`config.mk`:
```
export PLATFORM = sky130hd
export DESIGN_NAME = scroll_display_top
export DESIGN_NICKNAME = d
export VERILOG_FILES = /design/src/disp_pkg.sv /design/src/scroll_display_top.sv /design/src/seg_decoder.sv /design/src/digit_scanner.sv /design/src/scroll_timer.sv /design/src/message_store.sv
export SDC_FILE = /design/constraint.sdc
export NUM_CORES = 1
export LEC_CHECK = 0
export ABC_AREA = 1
export BUFFER_PORTS_ARGS = -buffer_cell sky130_fd_sc_hd__clkbuf_2
export CELL_PAD_IN_SITES_DETAIL_PLACEMENT = 0
export CELL_PAD_IN_SITES_GLOBAL_PLACEMENT = 1
export CORE_MARGIN = 2
export CORE_UTILIZATION = 50
export DETAILED_ROUTE_END_ITERATION = 10
export PLACE_DENSITY = 0.93
export SYNTH_ARGS = -nofsm -noshare
export SYNTH_HDL_FRONTEND = slang
export SYNTH_SLANG_ARGS = --single-unit
```
`constraint.sdc`:
```
create_clock -name clk -period 8.1 [get_ports clk]
set_input_delay 0.81 -clock clk [delete_from_list [all_inputs] [get_ports clk]]
set_output_delay 0.81 -clock clk [all_outputs]
set_load 0.01 [all_outputs]
```
`src/disp_pkg.sv`:
```
`default_nettype none

package disp_pkg;

	localparam int NUM_DIGITS = 4;
	localparam int MSG_LEN = 16;

	// one hex character
	typedef logic [3:0] code_t;

	// position in the message, wraps modulo 16
	typedef logic [3:0] addr_t;

	// segments g..a, active low
	typedef logic [6:0] seg_t;

	// one bit per digit, active low, bit 3 is the leftmost digit
	typedef logic [NUM_DIGITS-1:0] anode_t;

	// four visible codes, element 3 is the leftmost digit
	typedef code_t [NUM_DIGITS-1:0] window_t;

	// payload of one message write
	typedef struct packed {
		addr_t addr;
		code_t code;
	} msg_wr_t;

	// display pins
	typedef struct packed {
		anode_t an;
		seg_t seg;
	} disp_out_t;

	localparam anode_t AN_OFF = '1;
	localparam seg_t SEG_OFF = '1;

	// after reset every position holds its own address
	function automatic code_t reset_code(addr_t a);
		return code_t'(a);
	endfunction

endpackage

`default_nettype wire
```
`src/scroll_display_top.sv`:
```
`default_nettype none

module scroll_display_top import disp_pkg::*; #(
	parameter int DWELL = 3,
	parameter int SCROLL_FRAMES = 2
) (
	input logic clk,
	input logic reset,
	input logic hold,
	input logic wr_valid,
	input msg_wr_t wr_data,
	output logic wr_ready,
	output disp_out_t disp_out
);

	logic frame_start;
	addr_t win_index;
	window_t window;
	code_t cur_code;
	anode_t cur_an;

	message_store u_store (
		.clk(clk),
		.reset(reset),
		.wr_valid(wr_valid),
		.wr_data(wr_data),
		.wr_ready(wr_ready),
		.frame_start(frame_start),
		.win_index(win_index),
		.window(window)
	);

	scroll_timer #(
		.SCROLL_FRAMES(SCROLL_FRAMES)
	) u_timer (
		.clk(clk),
		.reset(reset),
		.frame_start(frame_start),
		.hold(hold),
		.win_index(win_index)
	);

	digit_scanner #(
		.DWELL(DWELL)
	) u_scanner (
		.clk(clk),
		.reset(reset),
		.window(window),
		.frame_start(frame_start),
		.cur_code(cur_code),
		.cur_an(cur_an)
	);

	seg_decoder u_decoder (
		.clk(clk),
		.reset(reset),
		.cur_code(cur_code),
		.cur_an(cur_an),
		.disp_out(disp_out)
	);

endmodule

`default_nettype wire

```
`src/seg_decoder.sv`:
```
`default_nettype none

module seg_decoder import disp_pkg::*; (
	input logic clk,
	input logic reset,
	input code_t cur_code,
	input anode_t cur_an,
	output disp_out_t disp_out
);

	seg_t seg_pattern;

	// gfedcba, a segment is on when its bit is 0
	always_comb begin
		case (cur_code)
			4'h0: seg_pattern = 7'h40;
			4'h1: seg_pattern = 7'h79;
			4'h2: seg_pattern = 7'h24;
			4'h3: seg_pattern = 7'h30;
			4'h4: seg_pattern = 7'h19;
			4'h5: seg_pattern = 7'h12;
			4'h6: seg_pattern = 7'h02;
			4'h7: seg_pattern = 7'h78;
			4'h8: seg_pattern = 7'h00;
			4'h9: seg_pattern = 7'h10;
			4'ha: seg_pattern = 7'h08;
			4'hb: seg_pattern = 7'h03;
			4'hc: seg_pattern = 7'h46;
			4'hd: seg_pattern = 7'h21;
			4'he: seg_pattern = 7'h06;
			default: seg_pattern = 7'h0e;
		endcase
	end

	// anode goes through the same register so both pins switch together
	always_ff @(posedge clk or posedge reset) begin
		if (reset) begin
			disp_out <= '{an: AN_OFF, seg: SEG_OFF};
		end else begin
			disp_out <= '{an: cur_an, seg: seg_pattern};
		end
	end

endmodule

`default_nettype wire

```
`src/digit_scanner.sv`:
```
`default_nettype none

module digit_scanner import disp_pkg::*; #(
	parameter int DWELL = 3
) (
	input logic clk,
	input logic reset,
	input window_t window,
	output logic frame_start,
	output code_t cur_code,
	output anode_t cur_an
);

	localparam int CNT_W = $clog2(DWELL + 1);
	localparam int SLOT_W = $clog2(NUM_DIGITS);
	localparam logic [CNT_W-1:0] CNT_LAST = CNT_W'(DWELL);
	localparam logic [SLOT_W-1:0] SLOT_FIRST = SLOT_W'(NUM_DIGITS - 1);

	// slot and cnt describe the cycle that the output registers load next.
	// cnt 0 is the blank cycle, 1..DWELL light the digit
	logic [SLOT_W-1:0] slot;
	logic [CNT_W-1:0] cnt;

	// slot that the outputs currently show
	logic [SLOT_W-1:0] cur_slot;
	logic blank_next;

	assign blank_next = (cnt == '0);

	// leftmost digit first, so the slot counts down and wraps to 3
	always_ff @(posedge clk or posedge reset) begin
		if (reset) begin
			slot <= SLOT_FIRST;
			cnt <= '0;
		end else if (cnt == CNT_LAST) begin
			cnt <= '0;
			slot <= slot - SLOT_W'(1);
		end else begin
			cnt <= cnt + CNT_W'(1);
		end
	end

	always_ff @(posedge clk or posedge reset) begin
		if (reset) begin
			frame_start <= 1'b0;
			cur_an <= AN_OFF;
			cur_slot <= SLOT_FIRST;
		end else begin
			// pulse in the blank cycle ahead of digit 3
			frame_start <= blank_next && (slot == SLOT_FIRST);
			if (blank_next) begin
				cur_an <= AN_OFF;
			end else begin
				cur_an <= ~(anode_t'(1) << slot);
			end
			cur_slot <= slot;
		end
	end

	// selected during the blank cycle; the window for a new frame lands on
	// the edge that ends it, so digit 3 already sees the new contents
	assign cur_code = window[cur_slot];

	// frame start sits in the blank cycle just ahead of the leftmost digit
	a_frame_start_blank: assert property (
		@(posedge clk) disable iff (reset)
		frame_start |=> ($past(cur_an) == AN_OFF && cur_an == ~(anode_t'(1) << SLOT_FIRST))
	);

	// a digit only lights after a cycle with everything dark
	a_blank_before_lit: assert property (
		@(posedge clk) disable iff (reset)
		(cur_an != AN_OFF && $changed(cur_an)) |-> ($past(cur_an) == AN_OFF)
	);

endmodule

`default_nettype wire

```
`src/scroll_timer.sv`:
```
`default_nettype none

module scroll_timer import disp_pkg::*; #(
	parameter int SCROLL_FRAMES = 2
) (
	input logic clk,
	input logic reset,
	input logic frame_start,
	input logic hold,
	output addr_t win_index
);

	localparam int CNT_W = (SCROLL_FRAMES > 1) ? $clog2(SCROLL_FRAMES) : 1;
	localparam logic [CNT_W-1:0] CNT_LAST = CNT_W'(SCROLL_FRAMES - 1);

	logic [CNT_W-1:0] frame_cnt;
	addr_t index_q;
	logic wrap;
	logic step;

	assign wrap = (frame_cnt == CNT_LAST);

	// hold only skips the step, the frame count keeps going
	assign step = frame_start && wrap && !hold;

	// the stepped index is already presented during the frame start cycle,
	// so the window captured on that edge uses it
	assign win_index = index_q + addr_t'(step);

	always_ff @(posedge clk or posedge reset) begin
		if (reset) begin
			frame_cnt <= '0;
			index_q <= '0;
		end else if (frame_start) begin
			if (wrap) begin
				frame_cnt <= '0;
			end else begin
				frame_cnt <= frame_cnt + CNT_W'(1);
			end
			index_q <= win_index;
		end
	end

endmodule

`default_nettype wire

```
`src/message_store.sv`:
```
`default_nettype none

module message_store import disp_pkg::*; (
	input logic clk,
	input logic reset,
	input logic wr_valid,
	input msg_wr_t wr_data,
	output logic wr_ready,
	input logic frame_start,
	input addr_t win_index,
	output window_t window
);

	code_t mem [MSG_LEN];

	// one write waits here until the next frame start
	logic pend_valid;
	msg_wr_t pend;

	addr_t rd_addr [NUM_DIGITS];
	window_t next_window;

	assign wr_ready = ~pend_valid;

	always_ff @(posedge clk or posedge reset) begin
		if (reset) begin
			pend_valid <= 1'b0;
		end else if (wr_valid && wr_ready) begin
			pend_valid <= 1'b1;
		end else if (frame_start) begin
			pend_valid <= 1'b0;
		end
	end

	always_ff @(posedge clk) begin
		if (wr_valid && wr_ready) begin
			pend <= wr_data;
		end
	end

	// element d shows position win_index + (3 - d), so digit 3 gets win_index.
	// the write that commits on this frame start is forwarded into the window
	always_comb begin
		for (int d = 0; d < NUM_DIGITS; d++) begin
			rd_addr[d] = win_index + addr_t'(NUM_DIGITS - 1 - d);
			if (pend_valid && pend.addr == rd_addr[d]) begin
				next_window[d] = pend.code;
			end else begin
				next_window[d] = mem[rd_addr[d]];
			end
		end
	end

	always_ff @(posedge clk or posedge reset) begin
		if (reset) begin
			for (int i = 0; i < MSG_LEN; i++) begin
				mem[i] <= reset_code(addr_t'(i));
			end
			for (int d = 0; d < NUM_DIGITS; d++) begin
				window[d] <= reset_code(addr_t'(NUM_DIGITS - 1 - d));
			end
		end else if (frame_start) begin
			if (pend_valid) begin
				mem[pend.addr] <= pend.code;
			end
			// window only moves here, so a frame never mixes two contents
			window <= next_window;
		end
	end

	// a stalled write keeps its payload until it is taken
	a_wr_data_held: assert property (
		@(posedge clk) disable iff (reset)
		(wr_valid && !wr_ready) |=> (wr_valid && $stable(wr_data))
	);

	// commit and window capture expect a single-cycle frame start
	a_frame_start_pulse: assert property (
		@(posedge clk) disable iff (reset)
		frame_start |=> !frame_start
	);

endmodule

`default_nettype wire

```
==> results.py, run 1 <==
metrics = {
    "finish": {
        "drive_gt1_share_pct": 12.9,
        "area_delta_synth_final_pct": 9.89,
        "finalNonFillerCells": 1244,
        "final_common_cell": "nand2_1",
        "nets": 1077,
        "final.fill_count": 1432,
        "fin_area_sq_mm": 0.00801,
        "final_cell_mix": "nand2_1 (413), nand3_1 (162), o21ai_0 (98), inv_1 (97), dfstp_2 (55)",
        "final_util_pct": 55.7,
        "diodes": 0,
    },
    "timing": {
        "hold_viol": 0,
        "fin_tns_setup_ns": 0,
        "tightest_slew_ns": 0.942,
        "setup_viol": 0,
        "rsz0062_at_grt": "false",
        "fmax_ghz": 0.222,
        "relSlewSlack_pct": 37.1,
        "slew_violations": 0,
        "clock_skew_ns": 0.0120,
        "fin_crit_sh_pct": 55.7,
        "finalCriticalPeriod_ns": 4.51,
    },
    "global_routing": {
        "gr-total-overflow": 0,
        "grt_max_degree": 100,
        "grt_pass1_vias": 6328,
        "grt_usage_pct": 27.7,
        "antenna_found_initial": 0,
        "grt_pass1_wl_microns": 33600,
    },
    "floorplan": {
        "initial_core_util_pct": 50.7,
        "die_width_microns": 125,
        "die_area_sq_mm": 0.0156,
        "pin_count": 24,
        "core_area_sq_mm": 0.0144,
        "num_rows": 44,
        "fp.dieH_microns": 125,
    },
    "place": {
        "hpwl_microns": 15100,
        "placed_cell_area_sq_mm": 0.00745,
        "dp_cells": 1212,
        "place.gp.congestion": 1.01,
        "portBuffers": 23,
    },
    "logic_synthesis": {
        "syn-instance-count": 1043,
        "syn_avg_cell_area_sq_um": 6.99,
        "ys_async_sr_fraction_pct": 93.1,
        "ys_seq_elements": 116,
        "synth_flop_cell": "dfstp_2",
        "ys_warn_count": 0,
        "synth_nets": 1073,
        "synth-edff-count": 8,
        "netlist_area_sq_mm": 0.00729,
        "yosysUniqueCellTypes": 36,
        "ys_seq_area_share_pct": 41.3,
    },
    "worst_setup_path": {
        "r2r_setup_slack_ns": 3.59,
        "cpMaxStageDelayCell": "inv_1",
        "cp.arrival_ns": 4.88,
        "critPathKind": "reg2reg",
        "cp_max_fo": 99,
        "endpoint_kind": "flip-flop",
        "worstPathCellList": "buf_4, nand2_1, nor2_1, ha_2, buf_4, inv_2, ha_1, buf_4, inv_1, nand3_1, nand2_1, inv_1, nand2_1, nand3_1, nand2_1, nand2_1, nand2_1, nand2_1, nand2_1",
        "reg2regPathDepth": 19,
        "crit_required_ns": 8.47,
        "cp_common_cell": "nand2_1",
        "r2r-end": "u_store.window[8]$_DFFE_PP1P_",
        "slowest_delay_ns": 0.73,
        "critPathLaunchType": "flip-flop",
        "r2r_start": "u_scanner.frame_start$_DFF_PP0_",
    },
    "routing": {
        "wl_per_cell_microns": 16.8,
        "vias_per_cell": 5.44,
        "drtPass1Iterations": 6,
        "drtIter0Drc": 678,
        "postRouteAntennaNets": 0,
        "drc": 0,
        "finalWirelength_microns": 20900,
        "num_vias": 6768,
    },
    "power_and_ir_drop": {
        "power_mw": 1.57,
        "internal-power_mw": 1.09,
        "p_per_area_mw_per_mm2": 196,
        "leakage_nw": 3.78,
        "switchingPower_uw": 476,
        "switching_share_pct": 30.4,
        "vdd_drop_max_mv": 0.144,
        "pwr-share-clk_pct": 45.9,
        "seqPwrFrac_pct": 40.2,
        "combPwrFrac_pct": 13.9,
    },
    "job": {
        "maxCapViolCount": 0,
    },
    "cts": {
        "htree_levels": 4,
        "root_buffer": "clkbuf_16",
        "cts_inserted_buffers": 17,
        "cts_setup_buffers": 0,
        "clock-sinks": 116,
        "clk_latency_ns": 0.43,
        "cts_tree": "yes",
        "cts_resized": 0,
        "clk_path_buf_depth": 2,
        "holdBufCountCts": 0,
        "path_clk_slew_ns": 0.06,
    },
    "worst_hold_path": {
        "holdPathStages": 0,
        "hold_class": "reg2reg",
        "min_from": "u_scanner.cur_an[0]$_DFF_PP1_",
        "holdPathEnd": "u_decoder.disp_out[7]$_DFF_PP1_",
    },
    "status": {
        "status": "complete, no violations",
    },
}
-- synth_stat cells (2+ instances only) --
master    count  area, sq um
a21oi_1       8         40.0
buf_1         3         11.3
buf_2        17         85.1
buf_4         2         15.0
buf_6         6         67.6
clkbuf_1     17         63.8
clkinv_1      3         11.3
dfrtp_1      53         1330
dfstp_2      55         1450
edfxtp_1      8          240
ha_1         18          225
inv_1        98          368
inv_2         2         7.51
nand2_1     413         1550
nand2_2      10         62.6
nand3_1     162          811
nand4_1       2         12.5
nor2_1       14         52.6
nor3_1        4         20.0
o211ai_1     25          188
o21ai_0      98          490
o21ai_1       6         30.0
xnor2_1       3         26.3
xor2_1        4         35.0
-- state kept, by name (all words and copies together) (netlist names) --
register	flops
u_scanner.cur_slot	2
u_scanner.cnt	2
u_store.window	16
u_scanner.cur_an	4
u_scanner.frame_start	1
u_store.pend	8
u_scanner.slot	2
u_store.pend_valid	1
u_store.mem	64
u_timer.index_q	4
u_decoder.disp_out	11
u_timer.frame_cnt	1
-- power groups by stage --
| stage | logic, mW | clock network [mW] | registers [mW] |
|---|---|---|---|
| after CTS | 0.216 | 0.731 | 0.630 |
| after floorplan | 0.157 | 0 | 0.641 |
| after global routing | 0.248 | 0.757 | 0.632 |
| after global placement | 0.213 | 0 | 0.639 |
| final | 0.218 | 0.719 | 0.630 |
| after detailed placement | 0.215 | 0 | 0.639 |
-- cells by family after synthesis --
kind of cell	after synthesis	synth area share (%)
buf+inv	148	8.64
flops	116	41.3
fa+ha+maj	18	3.09
xor+xnor	7	0.841
simple gates	611	35.2
compound gates	143	10.9
-- worst max-delay path by stage --
stage | startpoint | end | slack [ns] | depth (start not counted)
final | u_scanner.frame_start$_DFF_PP0_ | u_store.window[8]$_DFFE_PP1P_ | 3.59 | 19
after global routing | u_scanner.frame_start$_DFF_PP0_ | u_store.window[8]$_DFFE_PP1P_ | 3.21 | 19
after CTS | u_scanner.frame_start$_DFF_PP0_ | u_store.window[8]$_DFFE_PP1P_ | 3.73 | 19
after detailed placement | hold | u_store.window[9]$_DFFE_PP0P_ | 3.52 | 18
after global placement | hold | u_store.window[8]$_DFFE_PP1P_ | 3.55 | 18
after floorplan | reset | u_scanner.cnt[0]$_DFF_PP0_ | 4.54 | 1
-- per-stage QoR --
stage          hold WS, ns  worst slack [ns]
6_report             0.356              3.59
5_1_grt              0.359              3.21
4_1_cts              0.358              3.73
3_5_place_dp         0.349              3.52
3_3_place_gp         0.346              3.55
2_1_floorplan        0.345              4.54
-- final cells by class --
type	instances	area, sq um	share of cell area [%]
flip-flops and latches	116	3010	37.6
multi-input cells	779	3650	45.6
well taps	184	230	2.88
inverters	103	389	4.86
clock buffers	17	425	5.31
repair buffers	30	168	2.09
clock inverters	15	135	1.69
-- metal layers --
metal | vias up | part of all wire (%) | wire [microns] | GRT usage [%]
met2 | 216 | 43 | 9070 | 41.3
met5 | - | 0 | 0 | 0
met4 | 0 | 2.8 | 582 | 9.58
met1 | 3124 | 46 | 9660 | 38.5
li1 | 3377 | - | - | -
met3 | 51 | 7.5 | 1560 | 8.08
-- worst max-delay path, delay by kind of cell (launching register included) --
family	cells	cell delay, ns
buffers and inverters	6	2.41
adder cells (fa/ha/maj)	2	0.73
AND/OR/NAND/NOR	11	0.81
flip-flops	1	0.36
Power figures use the tool's default switching activity.
==> inputs of run 2 (changes only) <==
- CORE_UTILIZATION: 50 -> 46
- PLACE_DENSITY: 0.93 -> 0.87
- clock period: 8.1 -> 4.4 ns (I/O delays scaled with it)
==> run 2 against run 1 <==
Die area up 8.4%. Worst hold slack worse by 0.19 ns. Non-clock buffer count up 1. Combinational power up 87%. Cell count up 2.7%.
==> results.py, run 2 (same netlist as run 1, synthesis figures left out) <==
metrics = {
    "floorplan": {
        "die_area_sq_mm": 0.0169,
        "core_area_sq_mm": 0.0157,
        "fp.dieH_microns": 130,
        "initial_core_util_pct": 46.5,
        "pin_count": 24,
        "die_width_microns": 130,
        "num_rows": 46,
    },
    "routing": {
        "finalWirelength_microns": 21200,
        "postRouteAntennaNets": 0,
        "wl_per_cell_microns": 16.6,
        "drc": 0,
        "drtPass1Iterations": 5,
        "vias_per_cell": 5.25,
        "num_vias": 6706,
        "drtIter0Drc": 573,
    },
    "power_and_ir_drop": {
        "leakage_nw": 3.79,
        "vdd_drop_max_mv": 0.282,
        "p_per_area_mw_per_mm2": 367,
    },
    "worst_setup_path": {
        "worstPathCellList": "buf_4, nand2_1, nor2_1, ha_2, ha_1, clkinv_1, ha_1, inv_1, nand3_1, nand2_1, inv_1, nand2_1, nand3_1, nand2_1, nand2_1, nand2_1, nand2_1, nand2_1",
        "r2r-end": "u_store.window[8]$_DFFE_PP1P_",
        "cp_common_cell": "nand2_1",
        "slowest_delay_ns": 0.79,
        "endpoint_kind": "flip-flop",
        "cpMaxStageDelayCell": "inv_1",
        "crit_start": "u_scanner.frame_start$_DFF_PP0_",
        "path_buf_inv": 4,
        "reg2regPathDepth": 18,
        "critPathLaunchType": "flip-flop",
        "r2r_start": "u_scanner.frame_start$_DFF_PP0_",
        "critPathTopFamily": "buffers and inverters",
        "r2r_setup_slack_ns": 1.14,
        "cp.arrival_ns": 3.64,
        "critPathKind": "reg2reg",
        "cp_max_fo": 32,
        "crit_required_ns": 4.78,
    },
    "finish": {
        "final_util_pct": 51.7,
        "final_cell_mix": "nand2_1 (413), nand3_1 (162), o21ai_0 (98), inv_1 (97), dfstp_2 (55)",
        "drive_gt1_share_pct": 13.0,
        "largest_reg_flops": 64,
        "final_common_cell": "nand2_1",
        "reg.largest.list": "u_store.mem x64, u_store.window x16, u_decoder.disp_out x11",
        "top_register": "u_store.mem",
        "nets": 1078,
        "area_delta_synth_final_pct": 11.1,
        "diodes": 0,
    },
    "global_routing": {
        "grt_pass1_wl_microns": 33800,
        "grt_pass1_vias": 6130,
        "gr-total-overflow": 0,
        "grt_max_degree": 75,
        "grt_usage_pct": 26.5,
        "antenna_found_initial": 0,
    },
    "timing": {
        "fin_crit_sh_pct": 74.2,
        "hold_slack_ns": 0.166,
        "fmax_ghz": 0.306,
        "hold_viol": 0,
        "fin_tns_setup_ns": 0,
        "finalCriticalPeriod_ns": 3.26,
        "tightest_slew_ns": 1.09,
        "clock_skew_ns": 0.00852,
        "rsz0062_at_grt": "false",
        "relSlewSlack_pct": 27.3,
        "slew_violations": 0,
        "setup_viol": 0,
    },
    "job": {
        "maxCapViolCount": 0,
    },
    "place": {
        "portBuffers": 23,
        "hpwl_microns": 15200,
        "place.gp.congestion": 0.987,
    },
    "cts": {
        "cts_setup_buffers": 0,
        "root_buffer": "clkbuf_16",
        "holdBufCountCts": 0,
        "clock-sinks": 116,
        "clk_path_buf_depth": 2,
        "cts_resized": 0,
        "path_clk_slew_ns": 0.06,
        "cts_inserted_buffers": 17,
        "cts_tree": "yes",
        "htree_levels": 4,
        "clk_latency_ns": 0.43,
    },
    "worst_hold_path": {
        "hold_class": "in2async",
    },
    "status": {
        "status": "complete, no violations",
    },
}
-- run 2: cell types whose count changed in the layout (fill, tap and decap cells not counted), sizes merged --
cell and change:
bufinv +1, clkinvlp +1, buf +1, clkinv +2
inv -6, clkbuf +2
-- run 2: power breakdown --
| part | internal, mW | leakage, nW | switching, mW |
|---|---|---|---|
| logic | 0.125 | 2.17 | 0.282 |
| clock network | 0.843 | 0.294 | 0.558 |
| registers | 1.14 | 1.33 | 0.0227 |
| total | 2.11 | 3.79 | 0.863 |
-- run 2: per-stage QoR --
step / instance area [sq um] / power, mW / setup slack (ns) / std cells
after floorplan: 7290 / 1.47 / 1.21 / 1043
after global placement: 7490 / 1.58 / 1.17 / 1245
after detailed placement: 7490 / 1.58 / 1.20 / 1245
after CTS: 8100 / 2.98 / 1.19 / 1277
after global routing: 8100 / 3.09 / 0.902 / 1277
final: 8100 / 2.97 / 1.14 / 1277
-- run 2: per-layer routing --
layer  vias to the layer above  routed length [microns]  GRT usage [%]
met5                         -                        0              0
met4                         0                      513           8.48
met3                        31                     1130           4.88
met2                       177                     9600           41.0
met1                      3112                     9980           37.8
li1                       3386                        -              -
-- run 2: worst register-to-register path: cells and delay by family, from the launching register on --
kind	cells	cell delay [ns]
fa+ha+maj	3	0.79
buf+inv	4	1.14
flops	1	0.35
simple gates	11	0.94
-- run 2: layout make-up --
class	instances	area (sq um)
Sequential cell	116	3010
Tap cell	216	270
Clock inverter	13	139
Multi-Input combinational cell	779	3650
Timing Repair Buffer	31	175
Fill cell	1624	7560
Clock buffer	19	464
Inverter	103	389
-- run 2: worst max path at each step --
| stage | to | cells after the start | slack (ns) |
|---|---|---|---|
| floorplan | u_scanner.cnt[0]$_DFF_PP0_ | 1 | 1.21 |
| global placement | u_store.window[8]$_DFFE_PP1P_ | 18 | 1.17 |
| detailed placement | u_store.window[8]$_DFFE_PP1P_ | 18 | 1.20 |
| CTS | u_store.window[8]$_DFFE_PP1P_ | 18 | 1.19 |
| global route | u_store.window[8]$_DFFE_PP1P_ | 18 | 0.90 |
| finish | u_store.window[8]$_DFFE_PP1P_ | 18 | 1.14 |
